## src/hw/hdg_pkg.sv

```systemverilog
package hdg_pkg;

  //////////////////////////////
  // Loop data types
  //////////////////////////////
  typedef logic [11:0]        hdg_t;   // Absolute heading, wraps at 4096.
  typedef logic signed [11:0] err_t;   // Heading error, actual minus desired.
  typedef logic [9:0]         frwrd_t; // Forward speed, unsigned.
  typedef logic signed [10:0] spd_t;   // Wheel speed, sign gives direction.
  typedef logic [9:0]         duty_t;  // PWM counter and duty magnitude.

  //////////////////////////////
  // Loop constants
  //////////////////////////////
  // Gains are unsigned constants.
  // The PID block zero-extends them before the signed multiply.
  localparam logic [5:0] P_COEFF    = 6'd16;  // Proportional gain.
  localparam logic [4:0] D_COEFF    = 5'd7;   // Derivative gain.

  // Forward ramp.
  localparam frwrd_t     FRWRD_STEP = 10'd24;  // Added per heading sample.
  localparam frwrd_t     FRWRD_MAX  = 10'd768; // Ramp ceiling.

endpackage

```

## src/hw/hdg_err_if.sv

```systemverilog
`timescale 1ns/1ps

// Error path from the motion controller to the PID block.
interface hdg_err_if;

  logic            moving;  // Robot is driving, PID active.
  logic            err_vld; // One-cycle strobe per heading sample.
  hdg_pkg::err_t   error;   // Held between strobes.
  hdg_pkg::frwrd_t frwrd;   // Ramped forward speed.

  // Motion controller side.
  modport src (
    output moving,
    output err_vld,
    output error,
    output frwrd
  );

  // PID side.
  modport dst (
    input moving,
    input err_vld,
    input error,
    input frwrd
  );

endinterface

```

## src/hw/hdg_ctrl_top.sv

```systemverilog
`timescale 1ns/1ps

module hdg_ctrl_top (
  input  logic          clk,
  input  logic          rst_n,
  input  logic          cmd_vld,    // Desired heading strobe.
  input  hdg_pkg::hdg_t cmd_hdg,
  input  logic          go,         // Drive enable level.
  input  logic          hdg_vld,    // Gyro sample strobe.
  input  hdg_pkg::hdg_t actual_hdg,
  output hdg_pkg::spd_t lft_spd,
  output hdg_pkg::spd_t rght_spd,
  output logic          lft_dir,
  output logic          rght_dir,
  output logic          lft_pwm,
  output logic          rght_pwm
);

  hdg_err_if i_err_if ();          // Error path, controller to PID.

  //////////////////////////////
  // Heading loop
  //////////////////////////////
  motion_ctrl i_motion_ctrl (
    .clk        (clk),
    .rst_n      (rst_n),
    .cmd_vld    (cmd_vld),
    .cmd_hdg    (cmd_hdg),
    .go         (go),
    .hdg_vld    (hdg_vld),
    .actual_hdg (actual_hdg),
    .err        (i_err_if.src)
  );

  pid i_pid (
    .clk      (clk),
    .rst_n    (rst_n),
    .err      (i_err_if.dst),
    .lft_spd  (lft_spd),
    .rght_spd (rght_spd)
  );

  //////////////////////////////
  // Wheel drive
  //////////////////////////////
  mtr_pwm i_lft_pwm (
    .clk   (clk),
    .rst_n (rst_n),
    .spd   (lft_spd),
    .dir   (lft_dir),
    .pwm   (lft_pwm)
  );

  mtr_pwm i_rght_pwm (
    .clk   (clk),
    .rst_n (rst_n),
    .spd   (rght_spd),
    .dir   (rght_dir),
    .pwm   (rght_pwm)
  );

endmodule

```

## src/hw/motion_ctrl.sv

```systemverilog
`timescale 1ns/1ps

module motion_ctrl (
  input  logic          clk,
  input  logic          rst_n,
  input  logic          cmd_vld,    // Latch a new desired heading.
  input  hdg_pkg::hdg_t cmd_hdg,
  input  logic          go,         // Level, robot should drive.
  input  logic          hdg_vld,    // New gyro sample strobe.
  input  hdg_pkg::hdg_t actual_hdg,
  hdg_err_if.src        err
);

  hdg_pkg::hdg_t   des_hdg;   // Desired heading.
  logic [10:0]     frwrd_sum; // One spare bit to see the ceiling.
  hdg_pkg::frwrd_t frwrd_nxt;

  //////////////////////////////
  // Desired heading
  //////////////////////////////
  always_ff @(posedge clk or negedge rst_n) begin
    if (!rst_n) begin
      des_hdg <= '0;
    end else if (cmd_vld) begin
      des_hdg <= cmd_hdg;                 // Taken on the strobe edge.
    end
  end

  //////////////////////////////
  // Heading error
  //////////////////////////////
  // Twelve-bit wrap makes the shortest turn fall out of the subtract.
  always_ff @(posedge clk or negedge rst_n) begin
    if (!rst_n) begin
      err.error   <= '0;
      err.err_vld <= 1'b0;
    end else begin
      err.err_vld <= hdg_vld;             // Pulse follows the sample by one cycle.
      if (hdg_vld)
        err.error <= hdg_pkg::err_t'(actual_hdg - des_hdg);
    end
  end

  // Moving lags go by one cycle.
  always_ff @(posedge clk or negedge rst_n) begin
    if (!rst_n)
      err.moving <= 1'b0;
    else
      err.moving <= go;
  end

  //////////////////////////////
  // Forward ramp
  //////////////////////////////
  assign frwrd_sum = {1'b0, err.frwrd} + {1'b0, hdg_pkg::FRWRD_STEP};

  // Clamp at the ceiling.
  assign frwrd_nxt = (frwrd_sum > {1'b0, hdg_pkg::FRWRD_MAX}) ? hdg_pkg::FRWRD_MAX :
                                                               frwrd_sum[9:0];

  always_ff @(posedge clk or negedge rst_n) begin
    if (!rst_n) begin
      err.frwrd <= '0;
    end else if (!err.moving) begin
      err.frwrd <= '0;                    // Idle, start from standstill.
    end else if (hdg_vld) begin
      err.frwrd <= frwrd_nxt;             // One step per heading sample.
    end
  end

endmodule

```

## src/hw/mtr_pwm.sv

```systemverilog
`timescale 1ns/1ps

module mtr_pwm (
  input  logic          clk,
  input  logic          rst_n,
  input  hdg_pkg::spd_t spd,   // Signed wheel speed.
  output logic          dir,   // High for reverse.
  output logic          pwm
);

  hdg_pkg::duty_t cnt;         // Free-running PWM counter.
  logic [10:0]    mag;         // Magnitude, may reach 1024.
  hdg_pkg::duty_t duty;

  //////////////////////////////
  // Magnitude
  //////////////////////////////
  assign mag = spd[10] ? 11'(-spd) : 11'(spd);

  // Only -1024 lands on bit 10.
  assign duty = mag[10] ? 10'h3FF : mag[9:0];

  //////////////////////////////
  // Counter and compare
  //////////////////////////////
  always_ff @(posedge clk or negedge rst_n) begin
    if (!rst_n)
      cnt <= '0;
    else
      cnt <= cnt + 10'd1;      // Wraps at 1024.
  end

  always_ff @(posedge clk or negedge rst_n) begin
    if (!rst_n) begin
      pwm <= 1'b0;
      dir <= 1'b0;
    end else begin
      pwm <= (cnt < duty);     // Zero duty keeps the output low.
      dir <= spd[10];
    end
  end

endmodule

```

## src/hw/pid.sv

```systemverilog
`timescale 1ns/1ps

module pid (
  input  logic          clk,
  input  logic          rst_n,
  hdg_err_if.dst        err,
  output hdg_pkg::spd_t lft_spd,
  output hdg_pkg::spd_t rght_spd
);

  logic               vld_d1, vld_d2;     // Valid strobe, lined up with err_sat.
  logic signed [9:0]  err_sat_nxt;
  logic signed [9:0]  err_sat0, err_sat;  // Saturated error pipeline.
  logic signed [13:0] p_term;
  logic signed [14:0] err_ext;
  logic signed [14:0] sum;
  logic signed [14:0] integrator;
  logic               ov;                 // Integrator would overflow.
  logic signed [8:0]  i_term;
  logic signed [9:0]  stage1, stage2, prev_err; // Last three samples.
  logic signed [10:0] d_diff;
  logic signed [7:0]  d_diff_sat;
  logic signed [12:0] d_term;
  logic signed [13:0] p_ext, i_ext, d_ext;
  logic signed [13:0] pid_term, pid_term_pl;
  logic signed [10:0] frwrd_ext;
  logic signed [10:0] raw_lft, raw_rght;

  //////////////////////////////
  // Error pipeline
  //////////////////////////////
  // Clip to 10 bits when bits 11..9 disagree.
  assign err_sat_nxt = (!err.error[11] && |err.error[10:9])   ? 10'sh1FF :
                       (err.error[11] && !(&err.error[10:9])) ? 10'sh200 :
                       err.error[9:0];

  always_ff @(posedge clk or negedge rst_n) begin
    if (!rst_n) begin
      err_sat0 <= '0;
      err_sat  <= '0;
      vld_d1   <= 1'b0;
      vld_d2   <= 1'b0;
    end else begin
      err_sat0 <= err_sat_nxt;
      err_sat  <= err_sat0;
      vld_d1   <= err.err_vld;
      vld_d2   <= vld_d1;             // Now aligned with err_sat.
    end
  end

  //////////////////////////////
  // P term
  //////////////////////////////
  assign p_term = err_sat * $signed({1'b0, hdg_pkg::P_COEFF});

  //////////////////////////////
  // I term
  //////////////////////////////
  assign err_ext = {{5{err_sat[9]}}, err_sat};
  assign sum     = err_ext + integrator;

  // Same operand signs but a flipped result sign.
  assign ov = (err_ext[14] == integrator[14]) && (sum[14] != err_ext[14]);

  always_ff @(posedge clk or negedge rst_n) begin
    if (!rst_n) begin
      integrator <= '0;
    end else if (!err.moving) begin
      integrator <= '0;               // Idle robot forgets its history.
    end else if (vld_d2 && !ov) begin
      integrator <= sum;
    end
  end

  assign i_term = integrator[14:6];   // Top nine bits.

  //////////////////////////////
  // D term
  //////////////////////////////
  always_ff @(posedge clk or negedge rst_n) begin
    if (!rst_n) begin
      stage1   <= '0;
      stage2   <= '0;
      prev_err <= '0;
    end else if (vld_d2) begin
      stage1   <= err_sat;            // Shift once per sample.
      stage2   <= stage1;
      prev_err <= stage2;
    end
  end

  // Eleven bits so the difference itself cannot wrap.
  assign d_diff = {err_sat[9], err_sat} - {prev_err[9], prev_err};

  assign d_diff_sat = (!d_diff[10] && |d_diff[9:7])   ? 8'sh7F :
                      (d_diff[10] && !(&d_diff[9:7])) ? 8'sh80 :
                      d_diff[7:0];

  assign d_term = d_diff_sat * $signed({1'b0, hdg_pkg::D_COEFF});

  //////////////////////////////
  // Sum and wheel mix
  //////////////////////////////
  assign p_ext = {p_term[13], p_term[13:1]};  // Half of P.
  assign i_ext = {{5{i_term[8]}}, i_term};
  assign d_ext = {d_term[12], d_term};

  assign pid_term = p_ext + i_ext + d_ext;

  always_ff @(posedge clk or negedge rst_n) begin
    if (!rst_n)
      pid_term_pl <= '0;
    else
      pid_term_pl <= pid_term;
  end

  assign frwrd_ext = $signed({1'b0, err.frwrd});

  // Positive PID steers right, so the left wheel speeds up.
  assign raw_lft  = err.moving ? frwrd_ext + $signed(pid_term_pl[13:3]) : 11'sh000;
  assign raw_rght = err.moving ? frwrd_ext - $signed(pid_term_pl[13:3]) : 11'sh000;

  // A negative result against the PID sign means the add wrapped.
  assign lft_spd  = (!pid_term_pl[13] && raw_lft[10])  ? 11'sh3FF : raw_lft;
  assign rght_spd = (pid_term_pl[13] && raw_rght[10])  ? 11'sh3FF : raw_rght;

endmodule

```

## config.mk

```make
export PLATFORM = sky130hd
export DESIGN_NAME = hdg_ctrl_top
export DESIGN_NICKNAME = d
export VERILOG_FILES = /design/src/hw/hdg_pkg.sv /design/src/hw/hdg_err_if.sv /design/src/hw/hdg_ctrl_top.sv /design/src/hw/motion_ctrl.sv /design/src/hw/mtr_pwm.sv /design/src/hw/pid.sv
export SDC_FILE = /design/constraint.sdc
export NUM_CORES = 1
export LEC_CHECK = 0
export ABC_CLOCK_PERIOD_IN_PS = 11250
export BUFFER_PORTS_ARGS = -buffer_cell sky130_fd_sc_hd__buf_4
export CAP_MARGIN = 20
export CORE_MARGIN = 4
export CORE_UTILIZATION = 60
export DETAILED_ROUTE_END_ITERATION = 6
export MAX_ROUTING_LAYER = met4
export PLACE_DENSITY = 0.79
export SETUP_SLACK_MARGIN = 0.3
export SLEW_MARGIN = 20
export SYNTH_ARGS = -nofsm -noshare
export SYNTH_HDL_FRONTEND = slang
export SYNTH_SLANG_ARGS = --single-unit
export TNS_END_PERCENT = 20
```

## constraint.sdc

```tcl
create_clock -name clk -period 11.25 [get_ports clk]
set_clock_uncertainty 0.05 [all_clocks]
set_input_delay 2.25 -clock clk [delete_from_list [all_inputs] [get_ports clk]]
set_output_delay 2.25 -clock clk [all_outputs]
set_load 0.005 [all_outputs]
```

==> results_dict.tcl <==
set metrics [dict create \
    end_kind "register" \
    ys_ff_latch 135 \
    top_usage_layer "met2" \
    slew_violations 0 \
    ant_nets 0 \
    r2r_start "i_pid.err_sat[0]" \
    dieArea_um2 18500 \
    regToRegEndpoint "i_pid.pid_term_pl[12]" \
    area_growth_pct 12.3 \
    netlist.area_leader.share_pct 34.3 \
    syn_area_um2 9840 \
    syn_nets 1221 \
    worstHoldPathCells 0 \
    multi_input_area_um2 5830 \
    antenna_found_initial 0 \
    drt-initial-drc-count 383 \
    diodes 0 \
    clock_latency_ns 0.42 \
    clk_pin_slew_worst_paths_ns 0.06 \
    final.setup.tns_ns 0 \
    rows 46 \
    synth_warnings 0 \
    drc 0 \
    reg2reg_depth 27 \
    viasPerCell 5.54 \
    hp-class "register to register" \
    num_io_pins 55 \
    crit_fanout 8 \
    ys.flop_type "dfrtp_1" \
    grt_pass1_wl_um 34600 \
    nets 1273 \
    setup.worst_path.class "register to register" \
    cap_violations 0 \
    status "completed" \
    fp.dieH_um 136 \
    drive_above_1_share_pct 12.0 \
    ys_seq_area_share_pct 34.3 \
    grt_pass1_vias 7438 \
    start_kind "register" \
    worstMarginPinSlew_ns 0.901 \
    synth.distinct_cells 65 \
    clock-sinks 135 \
    synthArstFlopShare_pct 100 \
    avgSynthCellArea_um2 9.23 \
    use_met3_pct 4.52 \
    yosys-top-cells-area "dfrtp_1 34%, ha_1 12%, fa_1 6.3%" \
    routedWlPerCell_um 15.1 \
    hold_viol 0 \
    numPortBuffers 54 \
    worstPathRequired_ns 11.54 \
    syn_inst 1066 \
    fin_crit_ns 6.65 \
    regArea_um2 3380 \
    synth_top_area_cell "dfrtp_1" \
    use_met2_pct 40.3 \
    ctsRootBufferMaster "clkbuf_16" \
    overflow 0 \
    htreeDepth 4 \
    fill_cells 1302 \
    use_met1_pct 29.3 \
    cts_hold_buf 0 \
    yosys-top-cells-count "137 x inv_1, 135 x dfrtp_1, 107 x nor2_1" \
    cts.path.max_buffers 2 \
    post-cts-setup-buffers 0 \
    fmax_mhz 150 \
    grt_max_degree 87 \
    slew_headroom_pct 39.9 \
    rsz0062_at_grt "no" \
    setup_viol 0 \
    core_um2 16000 \
    place.gp.congestion 0.929 \
    rrSetupSlack_ns 4.60 \
    ctsResizeCount 0 \
    drtPass1Iterations 5 \
    numCtsBuffers 17 \
    hold_start "i_pid.err_sat0[7]" \
    grt_use_total_pct 23.9 \
    min_to "i_pid.err_sat[7]" \
    fin_crit_sh_pct 59.1 \
    tritoncts "built" \
    dieWidth_um 136 \
    yosysMostFrequentCell "inv_1" \
    cp.arrival_ns 6.93 \
    place_hpwl_um 15200 \
    synth-edff-count 0 \
    vias 7461 \
    initial_utilization_pct 61.5 \
    totalWireLength_um 20400 \
]
-- cell families (layout without fill, tap and decap cells) --
logic type / count (synthesis) / after routing / share of synthesized area (%)
simple gates: 292 / 292 / 14.0
compound gates: 238 / 238 / 15.9
buf+inv: 162 / 227 / 6.39
flops: 135 / 135 / 34.3
fa+ha+maj: 126 / 126 / 18.4
xor+xnor: 71 / 71 / 6.32
mux: 42 / 42 / 4.63
-- placed cells by master (no fill, tap or decap), types with 4 or more instances in the layout --
master / instances
inv_1: 137
dfrtp_1: 135
nor2_1: 107
ha_1: 95
nand2_1: 79
o21ai_0: 67
buf_4: 56
xnor2_1: 50
a21oi_1: 49
fa_1: 31
mux2_2: 28
nand3_1: 25
a21o_1: 24
xor2_1: 21
clkbuf_16: 17
o21a_1: 14
mux2i_1: 14
nor3_1: 13
o31ai_1: 11
a21boi_0: 11
nor2b_1: 10
nand2b_1: 10
and3_1: 7
a31oi_1: 7
and2_1: 7
a211oi_1: 6
nor3b_1: 6
or2_2: 5
o211a_1: 5
or3_1: 5
nand4_1: 5
nand3b_1: 4
o311ai_0: 4
a31o_2: 4
-- per-stage QoR --
stage | cell area (µm²) | utilization (%) | cells | hold slack [ns] | setup WS (ns)
3_5_place_dp | 10400 | 65.2 | 1315 | 0.285 | 4.68
6_report | 11000 | 69.0 | 1347 | 0.298 | 4.60
2_1_floorplan | 9840 | - | 1066 | 0.281 | 5.25
5_1_grt | 11000 | 69.0 | 1347 | 0.305 | 4.09
4_1_cts | 11000 | 69.0 | 1347 | 0.298 | 4.62
3_3_place_gp | 10400 | 65.2 | 1315 | 0.282 | 4.83
-- sequential cells by signal, indices dropped and copies added, names as in the netlist --
| signal | cells |
|---|---|
| i_rght_pwm.cnt | 10 |
| i_motion_ctrl.err.frwrd | 7 |
| i_motion_ctrl.err.moving | 1 |
| i_pid.prev_err | 10 |
| i_rght_pwm.pwm | 1 |
| i_pid.integrator | 15 |
| i_lft_pwm.pwm | 1 |
| i_pid.vld_d2 | 1 |
| i_pid.err_sat0 | 10 |
| i_pid.pid_term_pl | 11 |
| i_motion_ctrl.des_hdg | 12 |
| i_rght_pwm.dir | 1 |
| i_lft_pwm.cnt | 10 |
| i_pid.stage1 | 10 |
| i_motion_ctrl.err.error | 12 |
| i_pid.stage2 | 10 |
| i_lft_pwm.dir | 1 |
| i_motion_ctrl.err.err_vld | 1 |
| i_pid.err_sat | 10 |
| i_pid.vld_d1 | 1 |
-- metal layers --
metal / up-vias / wire, µm
met1: 3566 / 9130
li1: 3742 / -
met3: 29 / 684
met5: - / 0
met2: 124 / 10200
met4: 0 / 388
-- layout make-up --
class	instances	share of cell area, %
inverters	138	4.69
flip-flops and latches	135	30.6
repair buffers	57	3.91
clock inverters	10	1.29
well taps	216	2.45
clock buffers	22	4.29
multi-input cells	769	52.8
-- critical path, cell delays in order (launching register included) --
cell,delay [ns]
dfrtp_1,0.39
inv_1,0.11
ha_1,0.18
inv_1,0.06
fa_1,0.41
a211oi_1,0.27
nor2_1,0.13
o32a_1,0.31
o21a_1,0.32
inv_1,0.25
o31ai_1,0.23
a21o_1,0.26
fa_1,0.46
fa_1,0.49
inv_1,0.05
fa_1,0.54
inv_1,0.05
ha_1,0.35
nor2b_1,0.15
o21ai_0,0.20
a21boi_0,0.16
o21ai_0,0.23
a21boi_0,0.15
o21ai_0,0.18
nand2b_1,0.10
a21o_1,0.18
a21oi_1,0.16
xnor2_1,0.13
-- how the worst max path moves through the flow --
stage / start / endpoint / slack, ns / cells after the start
floorplan: i_pid.err_sat[0] / i_pid.pid_term_pl[12] / 5.25 / 27
global placement: i_pid.err_sat[0] / i_pid.pid_term_pl[12] / 4.83 / 27
detailed placement: i_pid.err_sat[0] / i_pid.pid_term_pl[12] / 4.68 / 27
CTS: i_pid.err_sat[0] / i_pid.pid_term_pl[12] / 4.62 / 27
global route: i_pid.err_sat[0] / i_pid.pid_term_pl[12] / 4.09 / 27
finish: i_pid.err_sat[0] / i_pid.pid_term_pl[12] / 4.60 / 27
Power is left out: the tool's default activity adds up to more than one toggle a clock period on the data nets, which glitch-free logic cannot reach.
